## src/source/ewb_pkg.sv

```systemverilog
package ewb_pkg;

    // number of buffered lines.
    localparam int EWB_DEPTH = 8;

    // cache line width in bits.
    localparam int LINE_WIDTH = 256;

    // entry index width, log2 of the depth.
    localparam int PTR_WIDTH = 3;

    // lowest address bit of the line tag.
    localparam int TAG_LSB = 5;

    // one full cache line.
    typedef logic [LINE_WIDTH-1:0] line_t;

    // byte address from the core.
    typedef logic [31:0] addr_t;

    // line tag, address bits above the line offset.
    typedef logic [31-TAG_LSB:0] tag_t;

    // index of one entry.
    typedef logic [PTR_WIDTH-1:0] ptr_t;

    // one bit per entry.
    typedef logic [EWB_DEPTH-1:0] entry_mask_t;

endpackage : ewb_pkg

```

## src/source/ewb_alloc.sv

```systemverilog
`timescale 1ns/10ps

module ewb_alloc (
    input  logic                 clk,
    input  logic                 rst,

    // push request from the cache.
    input  logic                 valid_i,

    // current occupancy of every slot.
    input  ewb_pkg::entry_mask_t entry_valid_i,

    output logic                 full_o,
    output ewb_pkg::entry_mask_t load_mask_o,
    output ewb_pkg::ptr_t        write_ptr_o
);

    import ewb_pkg::*;

    ptr_t write_ptr;
    ptr_t write_ptr_next;
    logic push;

    // the next slot to fill is still occupied.
    assign full_o = entry_valid_i[write_ptr];
    assign push   = valid_i && !full_o;

    assign write_ptr_next = (write_ptr == ptr_t'(EWB_DEPTH - 1)) ? '0 : write_ptr + 1'b1;

    // one-hot fill strobe for the slot at the pointer.
    always_comb begin
        load_mask_o = '0;
        if (push) begin
            load_mask_o[write_ptr] = 1'b1;
        end
    end

    always_ff @(posedge clk or posedge rst) begin
        if (rst) begin
            write_ptr <= '0;
        end else if (push) begin
            write_ptr <= write_ptr_next;
        end
    end

    assign write_ptr_o = write_ptr;

endmodule : ewb_alloc

```

## config.mk

```make
export PLATFORM = sky130hd
export DESIGN_NAME = ewb_alloc
export DESIGN_NICKNAME = d
export VERILOG_FILES = /design/src/source/ewb_pkg.sv /design/src/source/ewb_alloc.sv
export SDC_FILE = /design/constraint.sdc
export NUM_CORES = 1
export LEC_CHECK = 0
export ABC_CLOCK_PERIOD_IN_PS = 1700
export BUFFER_PORTS_ARGS = -buffer_cell sky130_fd_sc_hd__clkbuf_2
export CAP_MARGIN = 20
export CELL_PAD_IN_SITES_DETAIL_PLACEMENT = 1
export CELL_PAD_IN_SITES_GLOBAL_PLACEMENT = 2
export CORE_MARGIN = 2
export CORE_UTILIZATION = 18
export DETAILED_ROUTE_END_ITERATION = 16
export PLACE_DENSITY_LB_ADDON = 0.1
export SKIP_LAST_GASP = 1
export SLEW_MARGIN = 5
export SYNTH_ARGS = -nofsm -noshare
export SYNTH_HDL_FRONTEND = slang
export SYNTH_SLANG_ARGS = --single-unit
```

## constraint.sdc

```tcl
create_clock -name clk -period 1.7 [get_ports clk]
set_clock_uncertainty 0.05 [all_clocks]
set_input_delay 0.34 -clock clk [delete_from_list [all_inputs] [get_ports clk]]
set_output_delay 0.34 -clock clk [all_outputs]
set_load 0.02 [all_outputs]
```

Word-level counts from Yosys, hierarchy flattened
Cells that the tools add are included.
- add/subtract/negate cells: 1
- magnitude comparators: 2
- equality and inequality tests: 1
- multiplexer cells: 6
- reductions and logical operators: 3
- operator list (cell ; number):
    2-to-1 mux 8 bit ; 1
    less-than comparator 3 x 4 -> 1 bit, second input constant ; 1
    adder 3 x 1 -> 3 bit, second input constant ; 1
    binary-select mux 1 bit (select 3 bit) ; 1
    demux 1 bit (select 3 bit) ; 1
    == test 3 bit, second input constant ; 1
    greater-or-equal comparator 3 x 1 -> 1 bit, second input constant ; 1
    2-to-1 mux 3 bit ; 1
    logical AND 1 bit ; 2
    2-to-1 mux 1 bit ; 2
    logical NOT 1 bit ; 1
- bits in registers: 3
- input port bits: 11
- word-level logic and storage cells: 14

Longest topological paths before layout
Gate-level depths: netlist of the first run.
- depth in word-level cells: 5
- gate-level depth with buffers: 6
- depth with buffers taken out: 4

Least setup slack after synthesis of the first run
OpenSTA, ideal clock, no wires.
- path type: register to output
- start point: reg write_ptr[1] (netlist: write_ptr_o[1])
- end point: out load_mask_o[0]
- data arrival time: 2.009 ns
- path slack: -0.699 ns
- cell stages (with the launch flop): 7
- buffers on the path: 2
- cell sequence: dfrtp_1 -> buf_6 -> mux2_2 -> a22oi_4 -> nand3_2 -> buf_6 -> nor4_1
- word-level cells in the longest chain between the ends: 5
- elaborated cells between the ends (all ways): 10
- those cells by class: order compare (2); mux (5); reduce/logical (3)
- RTL lines (element ; RTL line ; source):
    start: declaration ; ewb_alloc.sv:20 ; ptr_t write_ptr;
    start signal: assignment ; ewb_alloc.sv:42 ; write_ptr <= write_ptr_next;
    less-than comparator 3 x 4 -> 1 bit (not written as such), or another cell as far along ; ewb_alloc.sv:34 ; load_mask_o[write_ptr] = 1'b1;
    logical AND 1 bit (not written as such) / 2-to-1 mux 1 bit (equally long branches) ; ewb_alloc.sv:34, ewb_alloc.sv:25 ;
    2-to-1 mux 1 bit (not written as such) / logical NOT 1 bit (equally long branches) ; ewb_alloc.sv:34, ewb_alloc.sv:26 ;
    demux 1 bit (select 3 bit) / logical AND 1 bit (equally long branches) ; ewb_alloc.sv:34, ewb_alloc.sv:26 ;
    2-to-1 mux 8 bit (*) ; ewb_alloc.sv:33 ; if (push) begin
    end: declaration ; ewb_alloc.sv:14 ; output ewb_pkg::entry_mask_t load_mask_o,
Every way passes the cells marked *; elsewhere a longest branch is shown, timed or not. The select of a mux whose other input is x is not followed.

Worst setup path after layout of the first run
- start point: reg write_ptr[1] (netlist: write_ptr_o[1])
- end point: out load_mask_o[1]
The elaborated chain is that of the path after synthesis.

==> results of run 1 <==
-- cell families after synthesis --
| group | count (synthesis) |
|---|---|
| AO/OA/AOI/OAI | 2 |
| adder cells (fa/ha/maj) | 2 |
| buffers and inverters | 6 |
| flip-flops | 3 |
| multiplexers | 7 |
| AND/OR/NAND/NOR | 16 |
-- per-layer routing --
layer | share of wire [%] | vias up | track usage, %
li1 | - | 202 | -
met1 | 37 | 194 | 11.9
met2 | 59 | 17 | 26.4
met3 | 4.7 | 0 | 1.11
met4 | 0 | 0 | 8.11
met5 | 0 | - | 0
-- worst max-delay path: cells and delay by family (launching register included) --
family	cells	cell delay (ns)
AO/OA/AOI/OAI	1	0.17
buffers and inverters	2	0.34
flip-flops	1	0.43
multiplexers	1	0.32
AND/OR/NAND/NOR	2	0.36
-- through the flow --
step	cells	setup WS, ns	hold slack [ns]	power [W]
floorplan	36	-0.420	0.0436	0.000899
global placement	90	-0.320	0.135	0.00116
detailed placement	90	-0.389	0.147	0.00122
CTS	98	-0.593	0.457	0.00153
global route	99	-0.634	0.489	0.00166
finish	99	-0.545	0.466	0.00155
-- cells in the mapped netlist, drive strengths merged (2+ instances only) --
cell type  instances
mux2               5
nor3               5
buf                3
dfrtp              3
nand2              3
ha                 2
inv                2
mux2i              2
nor2               2
nor4               2
-- layout make-up --
type	count	area, sq um	share of cell area [%]
Clock buffer	4	26.3	3.45
Inverter	2	7.51	0.987
Multi-Input combinational cell	27	330	43.4
Sequential cell	3	77.6	10.2
Tap cell	25	31.3	4.11
Timing Repair Buffer	38	288	37.8
-- placed cells by master, fill, tap and decap left out, drive strengths merged --
cell type / count
nand3: 1
nor4: 2
nor2: 2
mux2: 5
nor3: 5
dfrtp: 3
o22a: 1
nand2: 3
nor2b: 1
clkbuf: 21
buf: 20
nor4b: 1
a22oi: 1
dlygate4sd3: 1
inv: 2
nand2b: 1
mux2i: 2
ha: 2
-- power by group --
group	switching (W)	internal [W]	total [W]
Combinational	0.000606	0.000624	0.00123
Sequential	0.0000775	0.000116	0.000194
Clock	0.0000342	0.0000878	0.000122
Total	0.000718	0.000828	0.00155
-- what timing repair did --
item	in CTS	in global routing
setup buffers	3	1
endpoints found under the hold margin	3	0
setup endpoints to repair	12	12
pin swaps	0	1
gates cloned	0	0
resized for setup	15	10
hold buffers	1	0
-- how the worst max path moves through the flow --
stage | depth (start not counted) | end | slack, ns
6_report | 6 | load_mask_o[1] | -0.54
3_3_place_gp | 6 | load_mask_o[2] | -0.32
5_1_grt | 6 | load_mask_o[1] | -0.63
4_1_cts | 6 | load_mask_o[2] | -0.59
2_1_floorplan | 6 | load_mask_o[2] | -0.42
3_5_place_dp | 6 | load_mask_o[1] | -0.39
==> results.json, run 1 <==
{
  "yosysSeqAreaShare_pct": 21.4,
  "cts_sinks": 3,
  "violations": "setup timing",
  "routed_wl_microns": 1250,
  "synth_area_sq_um": 350,
  "slew_violations": 0,
  "worstSkewPairLatency_ns": 0.23,
  "die_area_sq_um": 2320,
  "cts_made_buffers": 3,
  "io_buffers": 22,
  "path_max_fanout": 4,
  "yosysTopAreaCellShare_pct": 21.4,
  "core_area_sq_um": 1780,
  "overflow": 0,
  "fmax_ghz": 0.446,
  "synth_edf_count": 0,
  "synth_compound_area_share_pct": 8.57,
  "gp_congestion": 0.676,
  "post_drt_via_cell_ratio": 4.17,
  "synthFlopType": "dfrtp_1",
  "stdcell_area_sq_um": 761,
  "p_leak_nw": 0.389,
  "cp.arrival_ns": 1.85,
  "synth-async-reset-ratio_pct": 100,
  "ys_types": 19,
  "fin_tns_setup_ns": -4.36,
  "drive_gt1_share_pct": 78.4,
  "num_rows": 15,
  "die_h_microns": 48.1,
  "start_util_pct": 19.6,
  "ant_nets": 0,
  "synthXorXnorAreaFrac_pct": 0,
  "fin_crit_ns": 2.24,
  "power_density_nw_per_um2": 2030,
  "syn2layout_area_growth_pct": 117,
  "timing.rr.start": "write_ptr_o[1]$_DFFE_PP0P_",
  "reg2regPathDepth": 7,
  "drc": 0,
  "synth_top_family_by_area": "simple AND/OR/NAND/NOR gates",
  "synth_top_cell_by_area": "dfrtp_1",
  "dr_total_vias": 413,
  "synth_adder_area_share_pct": 7.14,
  "root_buffer": "clkbuf_4",
  "cp_cell_sequence": "mux2_4, a22oi_4, nand3_2, buf_6, nor4_4, clkbuf_8",
  "timing_worst_setup_path_type": "reg2out",
  "worstReg2RegEnd": "write_ptr_o[0]$_DFFE_PP0P_",
  "hpwlAfterDp_microns": 1010,
  "grt_pass1_vias": 472,
  "cp-end-kind": "output pin",
  "hold_class": "in2async",
  "dr.pass1.iters": 5,
  "syn_inst": 36,
  "hold_viol": 0,
  "peakVddDrop_uv": 720,
  "drt_iter0_markers": 2,
  "grtUsageTotal_pct": 12.9,
  "io_pins": 23,
  "setup_slack_ns": -0.545,
  "synth_area_per_cell_sq_um": 9.73,
  "max-slew-margin-rel_pct": 81.8,
  "syn-num-nets": 49,
  "cts-htree-levels": 1,
  "rsz0062_at_grt": "yes",
  "clockBufferDepth": 2,
  "startpoint_type": "flop",
  "status": "finished with violations",
  "wl_per_cell_microns": 12.6,
  "slowest_delay_ns": 0.43,
  "fin_crit_sh_pct": 132,
  "yosys_warnings": 0,
  "fill_cells": 210,
  "cts_tree": "yes",
  "largest_reg_flops": 3,
  "diodes": 0,
  "grt_pass1_wl_microns": 1940,
  "antenna_found_initial": 0,
  "ys_ff_latch": 3,
  "grt_max_degree": 8,
  "cap_violations": 0,
  "critPathSlowestCell": "dfrtp_2",
  "synthMuxAreaShare_pct": 25.0,
  "finalSetupViolCount": 12,
  "final_core_util_pct": 42.7,
  "startpoint": "write_ptr_o[1]$_DFFE_PP0P_",
  "die_w_microns": 48.1,
  "worst_slew_pin_slew_ns": 0.273,
  "timing.reg2reg.setup_slack_ns": -0.13,
  "required_ns": 1.31,
  "finish.net_count": 88,
  "placed_cell_area_sq_um": 612,
  "yosys-top-cells-area": "dfrtp_1 21%, mux2_4 13%, ha_1 7.1%",
  "synth-simple-area-share_pct": 26.8,
  "clkTransAtPathRegs_ns": 0.03
}
No activity file was read; power rests on OpenSTA's default activity.
==> run 2: changes to the inputs <==
--- a/config.mk
+++ b/config.mk
@@ -19,3 +19,4 @@
 export SYNTH_ARGS = -nofsm -noshare
 export SYNTH_HDL_FRONTEND = slang
 export SYNTH_SLANG_ARGS = --single-unit
+export TNS_END_PERCENT = 10
==> results.json, run 2 (synthesis gave the netlist of run 1 again) <==
{
  "finish.net_count": 83,
  "violations": "setup timing",
  "required_ns": 1.31,
  "clockBufferDepth": 2,
  "io_buffers": 22,
  "critPathSlowestCell": "dfrtp_2",
  "startpoint_type": "flop",
  "fin_crit_sh_pct": 128,
  "dr.pass1.iters": 1,
  "grt_pass1_vias": 410,
  "dr_total_vias": 390,
  "cp-end-kind": "output pin",
  "pre_cts_ws_ns": -0.300,
  "post-cts-setup-buffers": 0,
  "power_density_nw_per_um2": 2010,
  "startpoint": "write_ptr_o[1]$_DFFE_PP0P_",
  "start_util_pct": 19.6,
  "routed_wl_microns": 1200,
  "antenna_found_initial": 0,
  "post_drt_via_cell_ratio": 4.15,
  "setup_slack_ns": -0.480,
  "cts_tree": "yes",
  "timing.reg2reg.setup_slack_ns": -0.08,
  "die_w_microns": 48.1,
  "largest_reg_flops": 3,
  "cap_violations": 0,
  "final_common_cell": "clkbuf_2",
  "p_sw_w": 0.000656,
  "hpwlAfterDp_microns": 1020,
  "diodes": 0,
  "pwr-share-comb_pct": 77.6,
  "hold_class": "in2async",
  "cts_sinks": 3,
  "timing.rr.start": "write_ptr_o[1]$_DFFE_PP0P_",
  "met1_usage_pct": 14.9,
  "fin_tns_setup_ns": -4.02,
  "worstSkewPairLatency_ns": 0.23,
  "drt_iter0_markers": 0,
  "grt.met3_usage_pct": 4.07,
  "cts_made_buffers": 3,
  "die_area_sq_um": 2320,
  "root_buffer": "clkbuf_4",
  "slew_violations": 0,
  "max-slew-margin-rel_pct": 85.0,
  "cts-htree-levels": 1,
  "die_h_microns": 48.1,
  "p_clk_share_pct": 9.1,
  "cp.arrival_ns": 1.79,
  "critPathCapture": "load_mask_o[3]",
  "core_area_sq_um": 1780,
  "rsz0062_at_grt": "yes",
  "grt_pass1_wl_microns": 1860,
  "top_usage_layer": "met2",
  "fill_cells": 215,
  "num_rows": 15,
  "hold_viol": 0,
  "path_max_fanout": 4,
  "fmax_ghz": 0.459,
  "fin_crit_ns": 2.18,
  "clkTransAtPathRegs_ns": 0.04,
  "timing_worst_setup_path_type": "reg2out",
  "slowest_delay_ns": 0.43,
  "drive_gt1_share_pct": 73.9,
  "reg2regPathDepth": 6,
  "overflow": 0,
  "cp_cell_sequence": "mux2_4, a22oi_4, nand3_4, buf_4, nor3_2, clkbuf_4",
  "io_pins": 23,
  "p_leak_nw": 0.337,
  "swShare_pct": 48.9,
  "status": "finished with violations",
  "peakVddDrop_uv": 831,
  "grtUsageTotal_pct": 11.7,
  "drc": 0,
  "ant_nets": 0,
  "pwr-share-seq_pct": 13.3,
  "worst_slew_pin_slew_ns": 0.226,
  "worstReg2RegEnd": "write_ptr_o[0]$_DFFE_PP0P_",
  "final_core_util_pct": 37.3,
  "syn2layout_area_growth_pct": 90.0,
  "layout_common_cells": "19 x clkbuf_2, 9 x buf_4, 5 x nor3_2, 5 x clkbuf_4, 4 x mux2_4",
  "p_int_w": 0.000685,
  "finalSetupViolCount": 12,
  "wl_per_cell_microns": 12.7,
  "gp_congestion": 0.647,
  "use_met2_pct": 19.5,
  "grt_max_degree": 11
}
-- run 2: cell count changes in the layout (fill, tap and decap cells not counted), moves of 2 or more --
cell and change:
clkbuf_8 -3, nor3_2 +3, nor3_4 -3, buf_4 -9, clkbuf_2 +6, clkbuf_4 +2
-- run 2: layout make-up --
type	count	area (sq um)	share of cell area, %
Inverter	2	7.51	1.13
Tap cell	25	31.3	4.70
Sequential cell	3	76.3	11.5
Timing Repair Buffer	33	213	32.0
Multi-Input combinational cell	27	312	46.8
Clock buffer	4	26.3	3.95
-- run 2: worst min-delay path by stage --
| stage | startpoint | endpoint | slack, ns | cells after the start |
|---|---|---|---|---|
| floorplan | rst | write_ptr_o[0]$_DFFE_PP0P_ | 0.04 | 1 |
| detailed placement | rst | write_ptr_o[2]$_DFFE_PP0P_ | 0.15 | 2 |
| finish | rst | write_ptr_o[2]$_DFFE_PP0P_ | 0.46 | 3 |
| global route | rst | write_ptr_o[2]$_DFFE_PP0P_ | 0.48 | 3 |
| CTS | rst | write_ptr_o[2]$_DFFE_PP0P_ | 0.46 | 3 |
| global placement | rst | write_ptr_o[2]$_DFFE_PP0P_ | 0.14 | 2 |
-- run 2: through the flow --
| step | hold slack (ns) | total power (W) | cell area (sq um) | cells |
|---|---|---|---|---|
| after CTS | 0.457 | 0.00137 | 666 | 94 |
| after detailed placement | 0.147 | 0.00119 | 604 | 89 |
| after floorplan | 0.0436 | 0.000899 | 427 | 36 |
| after global routing | 0.479 | 0.00144 | 666 | 94 |
| after global placement | 0.143 | 0.00116 | 604 | 89 |
| final | 0.460 | 0.00134 | 666 | 94 |
-- run 2: what timing repair did --
item                                    4_1_cts  5_1_grt
endpoints found under the hold margin         3        0
cloned                                        0        0
endpoints found under the setup margin       12       12
gates resized for setup                       6        0
hold buffers                                  1        0
pin swaps                                     1        1
-- run 2: worst max-delay path: cells and delay by family, from the launching register on --
| family | cells | cell delay, ns |
|---|---|---|
| flops | 1 | 0.43 |
| buf+inv | 2 | 0.35 |
| mux | 1 | 0.32 |
| compound gates | 1 | 0.20 |
| simple gates | 2 | 0.27 |
-- run 2: power groups by stage --
stage	registers, W	logic [W]	clock network [W]
global route	0.000185	0.00111	0.000137
floorplan	0.000195	0.000704	0
global placement	0.000174	0.000982	0
detailed placement	0.000178	0.00102	0
finish	0.000179	0.00104	0.000122
CTS	0.000181	0.00106	0.000129
-- run 2: routing by layer --
layer | wire length [microns] | up-vias
met5 | 0 | -
met4 | 0 | 0
met3 | 77 | 0
li1 | - | 193
met1 | 507 | 180
met2 | 613 | 17
==> run 3: changes to the inputs <==
--- a/config.mk
+++ b/config.mk
@@ -6,13 +6,14 @@
 export NUM_CORES = 1
 export LEC_CHECK = 0
 export ABC_CLOCK_PERIOD_IN_PS = 1700
-export BUFFER_PORTS_ARGS = -buffer_cell sky130_fd_sc_hd__clkbuf_2
 export CAP_MARGIN = 20
 export CELL_PAD_IN_SITES_DETAIL_PLACEMENT = 1
 export CELL_PAD_IN_SITES_GLOBAL_PLACEMENT = 2
-export CORE_MARGIN = 2
-export CORE_UTILIZATION = 18
+export CORE_AREA = 2 2 39 41
+export CTS_BUF_LIST = sky130_fd_sc_hd__clkbuf_4
 export DETAILED_ROUTE_END_ITERATION = 16
+export DIE_AREA = 0 0 41 43
+export DONT_BUFFER_PORTS = 1
 export PLACE_DENSITY_LB_ADDON = 0.1
 export SKIP_LAST_GASP = 1
 export SLEW_MARGIN = 5
==> results.json, run 3 (synthesis gave the netlist of run 1 again) <==
{
  "route.met3.wl_microns": 74,
  "finalSetupViolCount": 12,
  "grt_max_degree": 10,
  "fin_tns_setup_ns": -3.53,
  "cts_sinks": 3,
  "cp.arrival_ns": 1.77,
  "overflow": 0,
  "post_drt_via_cell_ratio": 4.94,
  "clockBufferDepth": 2,
  "timing.rr.start": "write_ptr_o[1]$_DFFE_PP0P_",
  "final_common_cell": "buf_4",
  "cp_cell_sequence": "mux2_4, a22oi_4, nand3_4, buf_12, nor4_4, buf_4",
  "num_rows": 14,
  "peakVddDrop_uv": 807,
  "cap_violations": 0,
  "cts_tree": "yes",
  "cp-end-kind": "output pin",
  "finish.net_count": 69,
  "rsz0062_at_grt": "yes",
  "core_area_sq_um": 1380,
  "slew_violations": 0,
  "startpoint_type": "flop",
  "worst_slew_pin_slew_ns": 0.381,
  "status": "finished with violations",
  "fmax_ghz": 0.464,
  "hold_viol": 0,
  "diodes": 0,
  "worstSkewPairLatency_ns": 0.24,
  "timing_worst_setup_path_type": "reg2out",
  "violations": "setup timing",
  "gp_congestion": 0.581,
  "root_buffer": "clkbuf_4",
  "drc": 0,
  "startpoint": "write_ptr_o[1]$_DFFE_PP0P_",
  "cts_made_buffers": 3,
  "met2_length_microns": 535,
  "grtUsageTotal_pct": 14.2,
  "pre_cts_ws_ns": -0.286,
  "slowest_delay_ns": 0.42,
  "highest_layer": "met4",
  "report.power.total_w": 0.00134,
  "grt_pass1_vias": 391,
  "ant_nets": 0,
  "power_density_nw_per_um2": 2210,
  "clkTransAtPathRegs_ns": 0.04,
  "max-slew-margin-rel_pct": 74.4,
  "required_ns": 1.31,
  "dr.pass1.iters": 1,
  "fin_crit_ns": 2.16,
  "largest_reg_flops": 3,
  "layout_common_cells": "17 x buf_4, 5 x nor3_2, 4 x mux2_4, 4 x clkbuf_4, 3 x nand2_1",
  "grt_pass1_wl_microns": 1620,
  "met1Wirelength_microns": 317,
  "syn2layout_area_growth_pct": 72.5,
  "die_area_sq_um": 1760,
  "routed_wl_microns": 958,
  "io_buffers": 0,
  "holdWs_ns": 0.364,
  "hpwlAfterDp_microns": 821,
  "io_pins": 23,
  "dr_total_vias": 351,
  "path_max_fanout": 7,
  "wl_per_cell_microns": 13.5,
  "drt_iter0_markers": 0,
  "critPathSlowestCell": "dfrtp_2",
  "drive_gt1_share_pct": 70.9,
  "fin_crit_sh_pct": 127,
  "p_leak_nw": 0.288,
  "antenna_found_initial": 0,
  "hold_class": "in2async",
  "die_w_microns": 41,
  "setup_slack_ns": -0.456,
  "die_h_microns": 43,
  "start_util_pct": 25.3,
  "cts-htree-levels": 1
}
run 3: path summary, 6_finish.rpt:
kind                                              endpoint  slack [ns]  cells after the start
worst max-delay path                        load_mask_o[1]       -0.46                      6
worst min-delay path            write_ptr_o[2]$_DFFE_PP0P_        0.36                      2
worst max register to register  write_ptr_o[0]$_DFFE_PP0P_       -0.05                      6
worst min register to register  write_ptr_o[0]$_DFFE_PP0P_        0.62                      1
max in group asynchronous       write_ptr_o[1]$_DFFE_PP0P_        1.09                      2
min in group clk                write_ptr_o[2]$_DFFE_PP0P_        0.44                      3
run 3: power by group:
part	switching [W]	internal [W]	total (W)
Clock	0.0000405	0.000104	0.000145
Sequential	0.0000688	0.000116	0.000185
Combinational	0.000523	0.000484	0.00101
run 3: per-stage QoR:
step	instance area, sq um	cells	util (%)
after global placement	548	65	39.6
after CTS	604	71	43.7
after detailed placement	548	65	39.6
after floorplan	427	36	-
final	604	71	43.7
after global routing	604	71	43.7
run 3: worst max-delay path, delay by kind of cell, from the launching register on:
kind	cells	cell delay (ns)
flops	1	0.42
buf+inv	2	0.34
simple gates	2	0.26
mux	1	0.31
compound gates	1	0.20
run 3: per-layer routing:
layer	track usage, %	up-vias
li1	-	166
met1	13.3	166
met2	23.1	15
met3	4.19	4
met4	12.0	0
met5	0	-
run 3: final cells by class:
class                      count  area [sq um]
sequential                     3          77.6
fill                         164           779
inverter                       2          7.51
multi-input combinational     27           312
tap                           16          20.0
timing repair buffer          19           158
clock buffer                   4          30.0
run 3: timing repair:
action                                  4_1_cts  5_1_grt
resized for setup                             2        0
pin swaps                                     1        0
setup buffers                                 1        0
endpoints found under the hold margin         3        0
hold buffers                                  1        0
endpoints found under the setup margin       12       12
