--- config.mk ---
export PLATFORM = sky130hd
export DESIGN_NAME = ewb_entry
export DESIGN_NICKNAME = d
export VERILOG_FILES = /design/src/source/ewb_pkg.sv /design/src/source/ewb_entry.sv
export SDC_FILE = /design/constraint.sdc
export NUM_CORES = 1
export LEC_CHECK = 0
export BUFFER_PORTS_ARGS = -buffer_cell sky130_fd_sc_hd__buf_2
export CORE_AREA = 4 4 337 339
export DETAILED_ROUTE_END_ITERATION = 7
export DIE_AREA = 0 0 341 343
export PLACE_DENSITY = 0.33
export SETUP_SLACK_MARGIN = 0.02
export SYNTH_ARGS = -nofsm -noshare
export SYNTH_HDL_FRONTEND = slang
export SYNTH_SLANG_ARGS = --single-unit
--- constraint.sdc ---
create_clock -name clk -period 29.9 [get_ports clk]
set_clock_uncertainty 0.15 [all_clocks]
set_input_delay 2.99 -clock clk [delete_from_list [all_inputs] [get_ports clk]]
set_output_delay 2.99 -clock clk [all_outputs]
set_load 0.01 [all_outputs]
--- src/source/ewb_pkg.sv ---
package ewb_pkg;

    // number of buffered lines.
    localparam int EWB_DEPTH = 8;

    // cache line width in bits.
    localparam int LINE_WIDTH = 256;

    // entry index width, log2 of the depth.
    localparam int PTR_WIDTH = 3;

    // lowest address bit of the line tag.
    localparam int TAG_LSB = 5;

    // one full cache line.
    typedef logic [LINE_WIDTH-1:0] line_t;

    // byte address from the core.
    typedef logic [31:0] addr_t;

    // line tag, address bits above the line offset.
    typedef logic [31-TAG_LSB:0] tag_t;

    // index of one entry.
    typedef logic [PTR_WIDTH-1:0] ptr_t;

    // one bit per entry.
    typedef logic [EWB_DEPTH-1:0] entry_mask_t;

endpackage : ewb_pkg

--- src/source/ewb_entry.sv ---
`timescale 1ns/10ps

module ewb_entry (
    input  logic           clk,
    input  logic           rst,

    // fill from the allocator.
    input  logic           load_i,
    input  ewb_pkg::line_t data_i,
    input  ewb_pkg::addr_t addr_i,

    // release from the drain unit.
    input  logic           clear_i,

    // tag lookup and in-place replace.
    input  logic           tag_check_i,
    input  ewb_pkg::tag_t  tag_i,
    input  logic           write_i,
    input  ewb_pkg::line_t replace_i,

    output logic           valid_o,
    output logic           match_o,
    output ewb_pkg::line_t data_o,
    output ewb_pkg::addr_t addr_o
);

    import ewb_pkg::*;

    logic  valid_q;
    line_t data_q;
    addr_t addr_q;
    tag_t  stored_tag;

    assign stored_tag = addr_q[31:TAG_LSB];

    // only a live line can hit.
    assign match_o = valid_q && tag_check_i && (stored_tag == tag_i);

    // slot occupancy.
    always_ff @(posedge clk or posedge rst) begin
        if (rst) begin
            valid_q <= 1'b0;
        end else if (load_i) begin
            valid_q <= 1'b1;
        end else if (clear_i) begin
            valid_q <= 1'b0;
        end
    end

    // line payload, written on a fill or a replace hit.
    always_ff @(posedge clk) begin
        if (load_i) begin
            data_q <= data_i;
        end else if (match_o && write_i) begin
            data_q <= replace_i;
        end
    end

    // address is only written on a fill.
    always_ff @(posedge clk) begin
        if (load_i) begin
            addr_q <= addr_i;
        end
    end

    assign valid_o = valid_q;
    assign data_o  = data_q;
    assign addr_o  = addr_q;

endmodule : ewb_entry

After elaboration in Yosys (flattened, before gate mapping)
Index checks and enable logic that the tools add are counted.
Operators by class
  add/sub/neg operators: 0
  $mul: 0
  divide/modulo/power cells: 0
  order comparisons: 0
  equality and inequality tests: 1
  shift-type cells: 0
  mux-type cells: 4
  bitwise operators: 0
  reductions and logical operators: 5
Operators by type and width (count)
  $mux 256: 2
  $eq 27x27->1: 1
  $reduce_bool 2->1: 2
  $logic_and 1x1->1: 3
  $mux 1: 2
Storage, ports and cells
  bits in registers: 289
  latch bits: 0
  bits in writable memories: 0
  bits in read-only memories: 0
  input bits: 577
  output and inout bits: 290
  memories kept: 0

Depth between registers and ports, before layout
Gate-level depths: netlist of the first run.
  word-level depth: 5
  gate-level depth with buffers: 5
  depth with buffers taken out: 4

Least setup slack after synthesis of the first run
Ideal clock, no wire load.
  kind: input port to flip-flop
  from: in tag_i[25]
  to: reg data_q[0] (netlist: data_o[0]) (enable)
  library setup time: 1011 ps
  arrival: 17380 ps
  data required time: 28739 ps
  path slack: 11360 ps
  stages: 4
  path buffers: 0
  path through: xor2_1 nor4_2 nand4_1 o41ai_2
Between the ends
  cells in the longest elaborated chain, start to end: 4
Ends and longest elaborated chain
  start, declared: line ewb_entry.sv:17  | input ewb_pkg::tag_t tag_i,
  $eq 27x27->1: line ewb_entry.sv:37  | assign match_o = valid_q && tag_check_i && (stored_tag == tag_i);
  $logic_and 1x1->1: line ewb_entry.sv:37
  $logic_and 1x1->1: line ewb_entry.sv:54  | end else if (match_o && write_i) begin
  $reduce_bool 2->1 (no line)
  end signal, assigned: line ewb_entry.sv:53  | data_q <= data_i;
  end signal, assigned: line ewb_entry.sv:55  | data_q <= replace_i;
  end, declared: line ewb_entry.sv:30  | line_t data_q;
Every way passes these cells.
A chain may end at the register's enable or synchronous reset.

Worst setup path in the final report of the first run
  from: in tag_i[26]
  to: out match_o
Between the ends
  cells in the longest elaborated chain, start to end: 2
Ends and longest elaborated chain
  $eq 27x27->1: line ewb_entry.sv:37
  $logic_and 1x1->1: line ewb_entry.sv:37
  end, declared: line ewb_entry.sv:22  | output logic match_o,
Every way passes these cells.

==> results of run 1 <==
synth_stat cells (2+ instances only):
master      n
nor4_2      4
mux2_2    256
edfxtp_1  288
nand4_1     2
nand2_1     2
inv_1       4
nor4_1      2
xor2_1     23
xnor2_1     4
buf_2      28
logic make-up (layout without fill, tap and decap cells):
logic type             after synthesis  after routing  share of synthesized area
AO/OA/AOI/OAI                        2              2                    0.00176
XOR/XNOR                            27             27                     0.0196
buffers and inverters               33            944                     0.0132
other                                0             10                          0
AND/OR/NAND/NOR                     11             11                    0.00726
flip-flops                         289            289                      0.719
multiplexers                       256            256                      0.239
layout by cell type (no fill, tap or decap):
cell type,count
nor3_1,1
clkinvlp_4,1
buf_4,3
buf_12,2
xnor2_1,4
nand2_1,2
mux2_2,256
edfxtp_1,288
inv_1,4
clkbuf_1,7
o21ai_0,1
inv_6,3
clkinv_1,5
nand4_1,2
buf_2,865
buf_8,1
o41ai_4,1
clkinv_2,7
xor2_1,23
nor4_2,4
nor4_1,2
clkbuf_16,41
bufinv_16,5
diode_2,10
dfrtp_1,1
worst max path at each step:
stage                           to  slack, ns  cells after the start
6_report                   match_o      22.17                      6
5_1_grt                    match_o      22.05                      6
4_1_cts                    match_o      22.05                      6
3_5_place_dp               match_o      22.04                      6
3_3_place_gp               match_o      22.03                      6
2_1_floorplan  data_o[0]$_DFFE_PP_      11.36                      4
worst reg2reg max path: cells and delay by family, from the launching register on:
family,cells,cell delay [ns]
AND/OR/NAND/NOR,2,0.53
XOR/XNOR,1,0.23
flip-flops,1,0.55
AO/OA/AOI/OAI,1,0.42
buffers and inverters,2,1.58
registers in the layout, summed over array words and instances (netlist names):
name and cells:
addr_o 32, data_o 256, valid_o 1
power breakdown:
group	internal [mW]	total, mW	switching, mW	leakage [nW]
clock	0.293	0.487	0.193	0.633
sequential	0.490	0.505	0.0159	2.83
combinational	0.0771	0.160	0.0829	4.61
per-layer routing:
layer / wire, um / vias up / global-route usage
met5: 41 / - / 0
met4: 1980 / 6 / 0.0317
met3: 6750 / 116 / 0.0462
met2: 33300 / 561 / 0.190
met1: 22800 / 4519 / 0.108
li1: - / 4216 / -
cell type report:
cell class / count / area (um2) / area share
Antenna cell: 10 / 25.0 / 0.00128
Timing Repair Buffer: 871 / 4410 / 0.226
Inverter: 4 / 15.0 / 0.000770
Multi-Input combinational cell: 296 / 3240 / 0.166
Clock buffer: 48 / 1050 / 0.0539
Tap cell: 1488 / 1860 / 0.0954
Sequential cell: 289 / 8670 / 0.445
Clock inverter: 21 / 238 / 0.0122
==> flow_metrics.py, run 1 <==
metrics = {
    "cells_and_area": {
        "area_growth_pct": 61.8,
        "final_area_mm2": 0.0195,
        "drive_above_1_share": 0.778,
        "nFillCells": 12300,
        "fin_nets": 2078,
        "instances_no_fill": 3027,
        "final_util": 0.177,
    },
    "synthesis": {
        "netlist.area_leader.share": 0.717,
        "synth_nets": 1195,
        "synth_edf_count": 288,
        "synthesis.area_mm2": 0.0121,
        "ys.flop_type": "edfxtp_1",
        "synth_cell_types": 15,
        "post-synth-top-area-cell": "edfxtp_1",
        "yosysSeqAreaShare": 0.719,
        "yosys-top-cells-area": "edfxtp_1, mux2_2, xor2_1, buf_2, nor4_2",
        "ys_warn_count": 0,
        "synth-seq-cells": 289,
        "synthCells": 618,
        "avgSynthCellArea_um2": 19.5,
        "async_reset_ff_frac": 0.00346,
    },
    "floorplanning": {
        "design.die.area_mm2": 0.117,
        "die_h_um": 343,
        "start_util": 0.109,
        "io_pins": 867,
        "core_area_mm2": 0.110,
        "die_w_um": 341,
        "rows": 122,
    },
    "setup_path": {
        "slowest_delay_ns": 0.49,
        "r2r_end": "data_o[120]$_DFFE_PP_",
        "critPathKind": "in -> out",
        "worst_r2r_path_depth": 6,
        "cp-end-kind": "primary output",
        "crit_family": "simple AND/OR/NAND/NOR gates",
        "rr_startpoint": "addr_o[24]$_DFFE_PP_",
        "rrSetupSlack_ns": 26.03,
        "cp_common_cell": "buf_2",
        "cp.arrival_ns": 4.59,
        "cp-startpoint": "tag_i[26]",
        "path_buf_inv": 2,
        "crit_fanout": 2,
        "cp.required_ns": 26.76,
        "critPathSlowestCell": "nor3_1",
        "worst_setup_path_start_kind": "input pin",
        "cp_cell_sequence": "buf_2 > xor2_1 > nor4_2 > nand4_1 > nor3_1 > buf_2",
    },
    "worst_hold_path": {
        "hold_class": "reg -> reg",
        "hold_end": "valid_o$_DFFE_PP0P_",
        "min-delay-start": "valid_o$_DFFE_PP0P_",
        "min_path_cells": 2,
    },
    "power_and_ir_drop": {
        "total_power_mw": 1.15,
        "peakVddDrop_mv": 0.0295,
        "power_density_mw_per_mm2": 59.1,
        "leakagePower_nw": 8.07,
    },
    "clocking": {
        "clk_path_buf_depth": 3,
        "cts_tree": "done",
        "path_clk_slew_ns": 0.06,
        "cts_inserted_buffers": 39,
        "cts-resized-gates": 0,
        "cts-root-buf": "clkbuf_16",
        "hold_buffers": 0,
        "clk_latency_ns": 0.56,
        "clock-sinks": 289,
        "h-tree-depth": 2,
        "post-cts-setup-buffer-count": 0,
    },
    "drt": {
        "vias_per_cell": 3.11,
        "dr.first_iter.drc_count": 383,
        "drc": 0,
        "wl_per_cell_um": 21.4,
        "ant_nets": 0,
        "vias": 9418,
        "routed_wl_um": 64900,
        "drtPass1Iterations": 4,
    },
    "global_routing": {
        "grt_remaining_overflow": 0,
        "grt_first_pass_wirelength_um": 84600,
        "grt_pass1_vias": 10400,
        "grt.total_usage": 0.104,
        "grt_max_degree": 133,
        "antenna_found_initial": 46,
    },
    "sta": {
        "timing.fmax_mhz": 129,
        "setup_ws_ns": 22.17,
        "hold_ws_ns": 0.435,
        "slew-limit-headroom": 0.296,
        "worstMarginPinSlew_ns": 1.06,
        "rsz0062_at_grt": "false",
        "setup-tns-final_ns": 0,
        "finalCriticalPeriod_ns": 7.73,
        "maxSlewViolCount": 0,
        "final-setup-viol-count": 0,
        "timing.final.crit_share": 0.258,
        "finalHoldViolations": 0,
    },
    "job": {
        "maxCapViolations": 0,
    },
    "placement": {
        "place_area_mm2": 0.0182,
        "pre_cts_slack_ns": 22.04,
        "placed_cells": 2948,
        "dp_hpwl_um": 54100,
        "gp_congestion": 0.814,
        "portBuffers": 866,
    },
    "outcome": {
        "status": "finished clean",
    },
}
Power figures use the tool's default switching activity.
==> run 2: changes to the inputs <==
--- a/config.mk
+++ b/config.mk
@@ -5,11 +5,12 @@
 export SDC_FILE = /design/constraint.sdc
 export NUM_CORES = 1
 export LEC_CHECK = 0
+export ABC_AREA = 1
 export BUFFER_PORTS_ARGS = -buffer_cell sky130_fd_sc_hd__buf_2
 export CORE_AREA = 4 4 337 339
 export DETAILED_ROUTE_END_ITERATION = 7
 export DIE_AREA = 0 0 341 343
-export PLACE_DENSITY = 0.33
+export PLACE_DENSITY = 0.34
 export SETUP_SLACK_MARGIN = 0.02
 export SYNTH_ARGS = -nofsm -noshare
 export SYNTH_HDL_FRONTEND = slang
==> constraint.sdc (replaced) <==
create_clock -name clk -period 6.46 [get_ports clk]
set_clock_uncertainty 0.15 [all_clocks]
set_input_delay 0.646 -clock clk [delete_from_list [all_inputs] [get_ports clk]]
set_output_delay 0.646 -clock clk [all_outputs]
set_load 0.01 [all_outputs]
==> run 2 against run 1 <==
Against the previous run: non-clock buffer count grew 2; global-route usage fell by 0.053 points; sequential cell count is the same; sequential share of layout area decreased by 0.98 points; combinational power increased to 4.9 times the previous value; largest cell class unchanged.
==> flow_metrics.py, run 2 <==
metrics = {
    "outcome": {
        "status": "finished clean",
    },
    "worst_hold_path": {
        "hold_end": "addr_o[18]$_DFFE_PP_",
        "min_path_cells": 1,
        "min-delay-start": "addr_i[18]",
        "hold_class": "in -> reg",
    },
    "setup_path": {
        "r2r_end": "data_o[123]$_DFFE_PP_",
        "cp-end-kind": "primary output",
        "cp.arrival_ns": 2.11,
        "rr_startpoint": "addr_o[13]$_DFFE_PP_",
        "worst_r2r_path_depth": 8,
        "worst_setup_path_start_kind": "flop",
        "crit_fanout": 3,
        "cp.required_ns": 5.66,
        "rrSetupSlack_ns": 3.72,
        "critPathKind": "reg -> out",
    },
    "synthesis": {
        "synthesis.area_mm2": 0.0128,
        "ys.flop_type": "edfxtp_1",
        "yosysMostFrequentCell": "nand2_1",
        "post-synth-top-area-cell": "edfxtp_1",
        "netlist.area_leader.share": 0.677,
        "synth_nets": 1882,
        "yosys-top-cells-area": "edfxtp_1, nand2_1, buf_6, inv_1, buf_2",
        "ys_warn_count": 0,
        "synth_cell_types": 17,
        "yosysSeqAreaShare": 0.679,
        "synth-seq-cells": 289,
        "avgSynthCellArea_um2": 9.79,
        "synth_edf_count": 288,
        "synth_commonest_cells": "nand2_1, edfxtp_1, inv_1, buf_2",
        "synthCells": 1305,
        "async_reset_ff_frac": 0.00346,
    },
    "drt": {
        "ant_nets": 0,
        "dr.first_iter.drc_count": 473,
        "routed_wl_um": 64700,
        "wl_per_cell_um": 17.6,
        "drc": 0,
        "vias_per_cell": 3.26,
        "drtPass1Iterations": 5,
        "vias": 12000,
    },
    "floorplanning": {
        "core_area_mm2": 0.110,
        "start_util": 0.116,
        "rows": 122,
        "io_pins": 867,
        "die_h_um": 343,
        "die_w_um": 341,
        "design.die.area_mm2": 0.117,
    },
    "global_routing": {
        "grt_max_degree": 139,
        "grt_pass1_vias": 12100,
        "grt_first_pass_wirelength_um": 87900,
        "grt_remaining_overflow": 0,
        "grt.total_usage": 0.104,
        "antenna_found_initial": 17,
    },
    "sta": {
        "timing.final.crit_share": 0.450,
        "finalCriticalPeriod_ns": 2.90,
        "worstMarginPinSlew_ns": 1.06,
        "hold_ws_ns": 0.0999,
        "slew-limit-headroom": 0.291,
        "setup-tns-final_ns": 0,
        "timing.fmax_mhz": 344,
        "maxSlewViolCount": 0,
        "finalHoldViolations": 0,
        "final-setup-viol-count": 0,
        "rsz0062_at_grt": "false",
    },
    "clocking": {
        "clk_path_buf_depth": 3,
        "cts_inserted_buffers": 39,
        "clk_latency_ns": 0.57,
        "path_clk_slew_ns": 0.06,
        "clock-sinks": 289,
        "h-tree-depth": 2,
        "cts_tree": "done",
        "cts-resized-gates": 0,
        "cts-root-buf": "clkbuf_16",
    },
    "cells_and_area": {
        "instances_no_fill": 3686,
        "largest_reg_flops": 256,
        "most-common-layout-cells": "buf_2, nand2_1, edfxtp_1",
        "fin_nets": 2739,
        "area_growth_pct": 56.1,
        "drive_above_1_share": 0.425,
        "layout_commonest_cell": "buf_2",
        "nFillCells": 12600,
        "final_area_mm2": 0.0200,
    },
    "power_and_ir_drop": {
        "power_density_mw_per_mm2": 265,
        "total_power_mw": 5.30,
        "peakVddDrop_mv": 0.161,
        "leakagePower_nw": 9.76,
    },
    "placement": {
        "gp_congestion": 0.810,
        "placed_cells": 3608,
        "place_area_mm2": 0.0187,
        "portBuffers": 866,
        "dp_hpwl_um": 52100,
    },
    "job": {
        "maxCapViolations": 0,
    },
}
run 2: how the worst max path moves through the flow:
stage / startpoint / endpoint / slack, ns / cells after the start
2_1_floorplan: tag_i[10] / data_o[0]$_DFFE_PP_ / 1.59 / 7
3_3_place_gp: tag_i[8] / data_o[27]$_DFFE_PP_ / 3.40 / 9
3_5_place_dp: tag_i[8] / data_o[116]$_DFFE_PP_ / 3.43 / 9
4_1_cts: addr_o[8]$_DFFE_PP_ / match_o / 3.45 / 9
5_1_grt: addr_o[8]$_DFFE_PP_ / match_o / 3.28 / 9
6_report: addr_o[8]$_DFFE_PP_ / match_o / 3.56 / 9
run 2: report_power, final:
group	internal, mW	total, mW	leakage, nW	switching (mW)
Clock	1.30	2.19	0.613	0.894
Sequential	2.27	2.32	2.82	0.0554
Combinational	0.310	0.785	6.33	0.475
run 2: per-stage QoR:
stage,setup WS [ns],utilization
6_report,3.56,0.181
4_1_cts,3.45,0.181
3_3_place_gp,3.40,0.169
5_1_grt,3.28,0.181
2_1_floorplan,1.59,-
3_5_place_dp,3.43,0.169
run 2: area by class of cell:
| class | instances | area (um2) | area share |
|---|---|---|---|
| clock inverter | 26 | 245 | 0.0123 |
| clock buffer | 46 | 1020 | 0.0513 |
| antenna | 5 | 12.5 | 0.000627 |
| sequential | 289 | 8670 | 0.435 |
| timing repair buffer | 873 | 4450 | 0.223 |
| inverter | 58 | 225 | 0.0113 |
| tap | 1488 | 1860 | 0.0933 |
| multi-input combinational | 901 | 3460 | 0.174 |
run 2: timing repair:
action,in CTS,in global routing
hold buffers,1,0
setup endpoints to repair,0,0
endpoints found under the hold margin,1,0
buffers inserted,0,0
run 2: cells by family (layout without fill, tap and decap cells):
group                  Yosys count  in the layout  share of synthesized area
AND/OR/NAND/NOR                888            888                      0.263
flip-flops                     289            289                      0.679
buffers and inverters          115           1003                     0.0517
AO/OA/AOI/OAI                    9              9                    0.00382
XOR/XNOR                         4              4                    0.00274
other                            0              5                          0
run 2: worst max-delay path: stages, from the launching register on:
cell	delay, ns
edfxtp_1	0.41
inv_1	0.06
nand2_1	0.12
nand2_1	0.10
nor2_1	0.17
nand4_1	0.14
nor2_1	0.11
nand2_1	0.10
nor2_1	0.17
buf_2	0.16
run 2: layer usage:
layer  GRT usage  vias to the layer above  wire (um)
met4      0.0284                        2       1520
met1       0.113                     5494      23600
met5           0                        -         15
met2       0.188                      534      33200
met3      0.0397                       89       6280
li1            -                     5896          -
==> run 3: changes to the inputs <==
==> constraint.sdc (replaced) <==
create_clock -name clk -period 2.6 [get_ports clk]
set_clock_uncertainty 0.15 [all_clocks]
set_input_delay 0.26 -clock clk [delete_from_list [all_inputs] [get_ports clk]]
set_output_delay 0.26 -clock clk [all_outputs]
set_load 0.01 [all_outputs]
==> run 3 against run 2 <==
Against the previous run: combinational power grew to 3.7 times the previous value; clock power grew 120%; global-route usage grew 0.24 points; clock-buffer cell count grew 5; hold slack lost 0.027 ns; sequential share of layout area shrank 9.6 points.
==> flow_metrics.py, run 3 (synthesis results as in run 2) <==
metrics = {
    "outcome": {
        "status": "finished clean",
    },
    "setup_path": {
        "cp-end-kind": "flop",
        "cp-startpoint": "load_i",
        "rr_startpoint": "addr_o[17]$_DFFE_PP_",
        "critPathKind": "in -> reg",
        "crit_fanout": 109,
        "cp.required_ns": 2.87,
        "worst_r2r_path_depth": 11,
        "cp.arrival_ns": 2.74,
        "worst_setup_path_start_kind": "input pin",
    },
    "clocking": {
        "post-cts-setup-buffer-count": 0,
        "cts-root-buf": "clkbuf_16",
        "clk_path_buf_depth": 3,
        "path_clk_slew_ns": 0.06,
        "cts_tree": "done",
        "clock-sinks": 289,
        "h-tree-depth": 2,
        "cts_inserted_buffers": 38,
        "clk_latency_ns": 0.57,
    },
    "placement": {
        "gp_congestion": 0.860,
        "portBuffers": 866,
        "place_area_mm2": 0.0191,
        "dp_hpwl_um": 52400,
        "pre_cts_slack_ns": 0.291,
        "placed_cells": 3654,
    },
    "sta": {
        "rsz0062_at_grt": "true",
        "timing.final.crit_share": 0.952,
        "timing.fmax_mhz": 404,
        "worstMarginPinSlew_ns": 0.646,
        "slew-limit-headroom": 0.569,
        "final-setup-viol-count": 0,
        "finalCriticalPeriod_ns": 2.48,
        "setup_ws_ns": 0.124,
        "finalHoldViolations": 0,
        "maxSlewViolCount": 0,
    },
    "drt": {
        "wl_per_cell_um": 15.6,
        "dr.first_iter.drc_count": 593,
        "drc": 0,
        "routed_wl_um": 66300,
        "ant_nets": 0,
        "vias": 14500,
        "drtPass1Iterations": 5,
        "vias_per_cell": 3.39,
    },
    "worst_hold_path": {
        "hold_class": "in -> reg",
        "min_path_cells": 3,
        "min-delay-start": "write_i",
    },
    "global_routing": {
        "grt_max_degree": 110,
        "grt_remaining_overflow": 0,
        "antenna_found_initial": 10,
        "grt_pass1_vias": 14900,
        "grt_first_pass_wirelength_um": 92200,
        "grt.total_usage": 0.106,
    },
    "floorplanning": {
        "start_util": 0.116,
        "core_area_mm2": 0.110,
        "die_w_um": 341,
        "io_pins": 867,
        "design.die.area_mm2": 0.117,
        "die_h_um": 343,
        "rows": 122,
    },
    "cells_and_area": {
        "most-common-layout-cells": "buf_2, nand2_1, dlygate4sd3_1",
        "final_area_mm2": 0.0256,
        "final_util": 0.232,
        "layout_commonest_cell": "buf_2",
        "largest_reg_flops": 256,
        "drive_above_1_share": 0.352,
        "nFillCells": 12200,
        "fin_nets": 3323,
        "area_growth_pct": 101,
        "instances_no_fill": 4263,
    },
    "power_and_ir_drop": {
        "power_switching_mw": 3.54,
        "power_density_mw_per_mm2": 527,
        "combPwrFrac": 0.213,
        "peakVddDrop_mv": 0.315,
        "power.share.clock": 0.362,
        "leakagePower_nw": 12.3,
        "seqPwrFrac": 0.426,
        "power.share.switching": 0.262,
        "internal_power_mw": 9.96,
    },
    "job": {
        "maxCapViolations": 0,
    },
}
==> run 3: cell types whose count changed in the layout (fill, tap and decap cells not counted), sizes merged <==
cell	previous run	this run
buf	872	918
dlygate4sd3	1	540
bufinv	4	1
clkinvlp	2	0
diode	5	6
clkbuf	46	51
inv	61	59
clkinv	17	10
==> run 3: per-stage QoR <==
step / power (mW) / hold WS (ns) / setup TNS (ns)
global route: 14.3 / 0.0262 / 0
CTS: 13.8 / 0.00324 / 0
finish: 13.5 / 0.0728 / 0
floorplan: 6.64 / -0.161 / -7.91
detailed placement: 7.99 / -0.0482 / 0
global placement: 8.02 / -0.0480 / 0
==> run 3: layout make-up <==
type / count / area [um2] / area share
Timing Repair Buffer: 1458 / 10300 / 0.400
Sequential cell: 289 / 8670 / 0.338
Multi-Input combinational cell: 901 / 3480 / 0.136
Tap cell: 1488 / 1860 / 0.0726
Clock buffer: 51 / 1030 / 0.0402
Inverter: 58 / 230 / 0.00898
Clock inverter: 12 / 83.8 / 0.00327
Antenna cell: 6 / 15.0 / 0.000586
==> run 3: path summary, 6_finish.rpt <==
kind                                              end  slack [ns]
worst max register to register   data_o[76]$_DFFE_PP_        0.34
worst min-delay path             data_o[24]$_DFFE_PP_        0.07
worst max-delay path            data_o[203]$_DFFE_PP_        0.12
min in group asynchronous         valid_o$_DFFE_PP0P_        0.50
max in group asynchronous         valid_o$_DFFE_PP0P_        1.71
worst min register to register    valid_o$_DFFE_PP0P_        0.39
==> run 3: what timing repair did <==
action,4_1_cts,5_1_grt
gates resized for setup,2,6
hold buffers,540,0
pin swaps,0,4
endpoints found under the setup margin,1,2
hold endpoints to repair,300,0
==> run 3: critical path, cell delays in order <==
cell and delay (ns):
dlygate4sd3_1 0.57, buf_8 0.30, buf_12 0.34, nand2_1 0.33, nand2_1 0.14, dlygate4sd3_1 0.55
==> run 3: power groups by stage <==
stage	clock [mW]	combinational [mW]	sequential (mW)
2_1_floorplan	0	0.560	6.08
3_3_place_gp	0	2.18	5.84
3_5_place_dp	0	2.14	5.84
4_1_cts	5.17	2.91	5.75
5_1_grt	5.37	3.12	5.79
6_report	4.88	2.87	5.75
==> run 3: routing by layer <==
metal	global-route usage	vias up	share of wire
li1	-	7056	-
met1	0.116	6650	0.37
met2	0.187	622	0.50
met3	0.0351	123	0.086
met4	0.0471	2	0.041
met5	0	-	0.00020
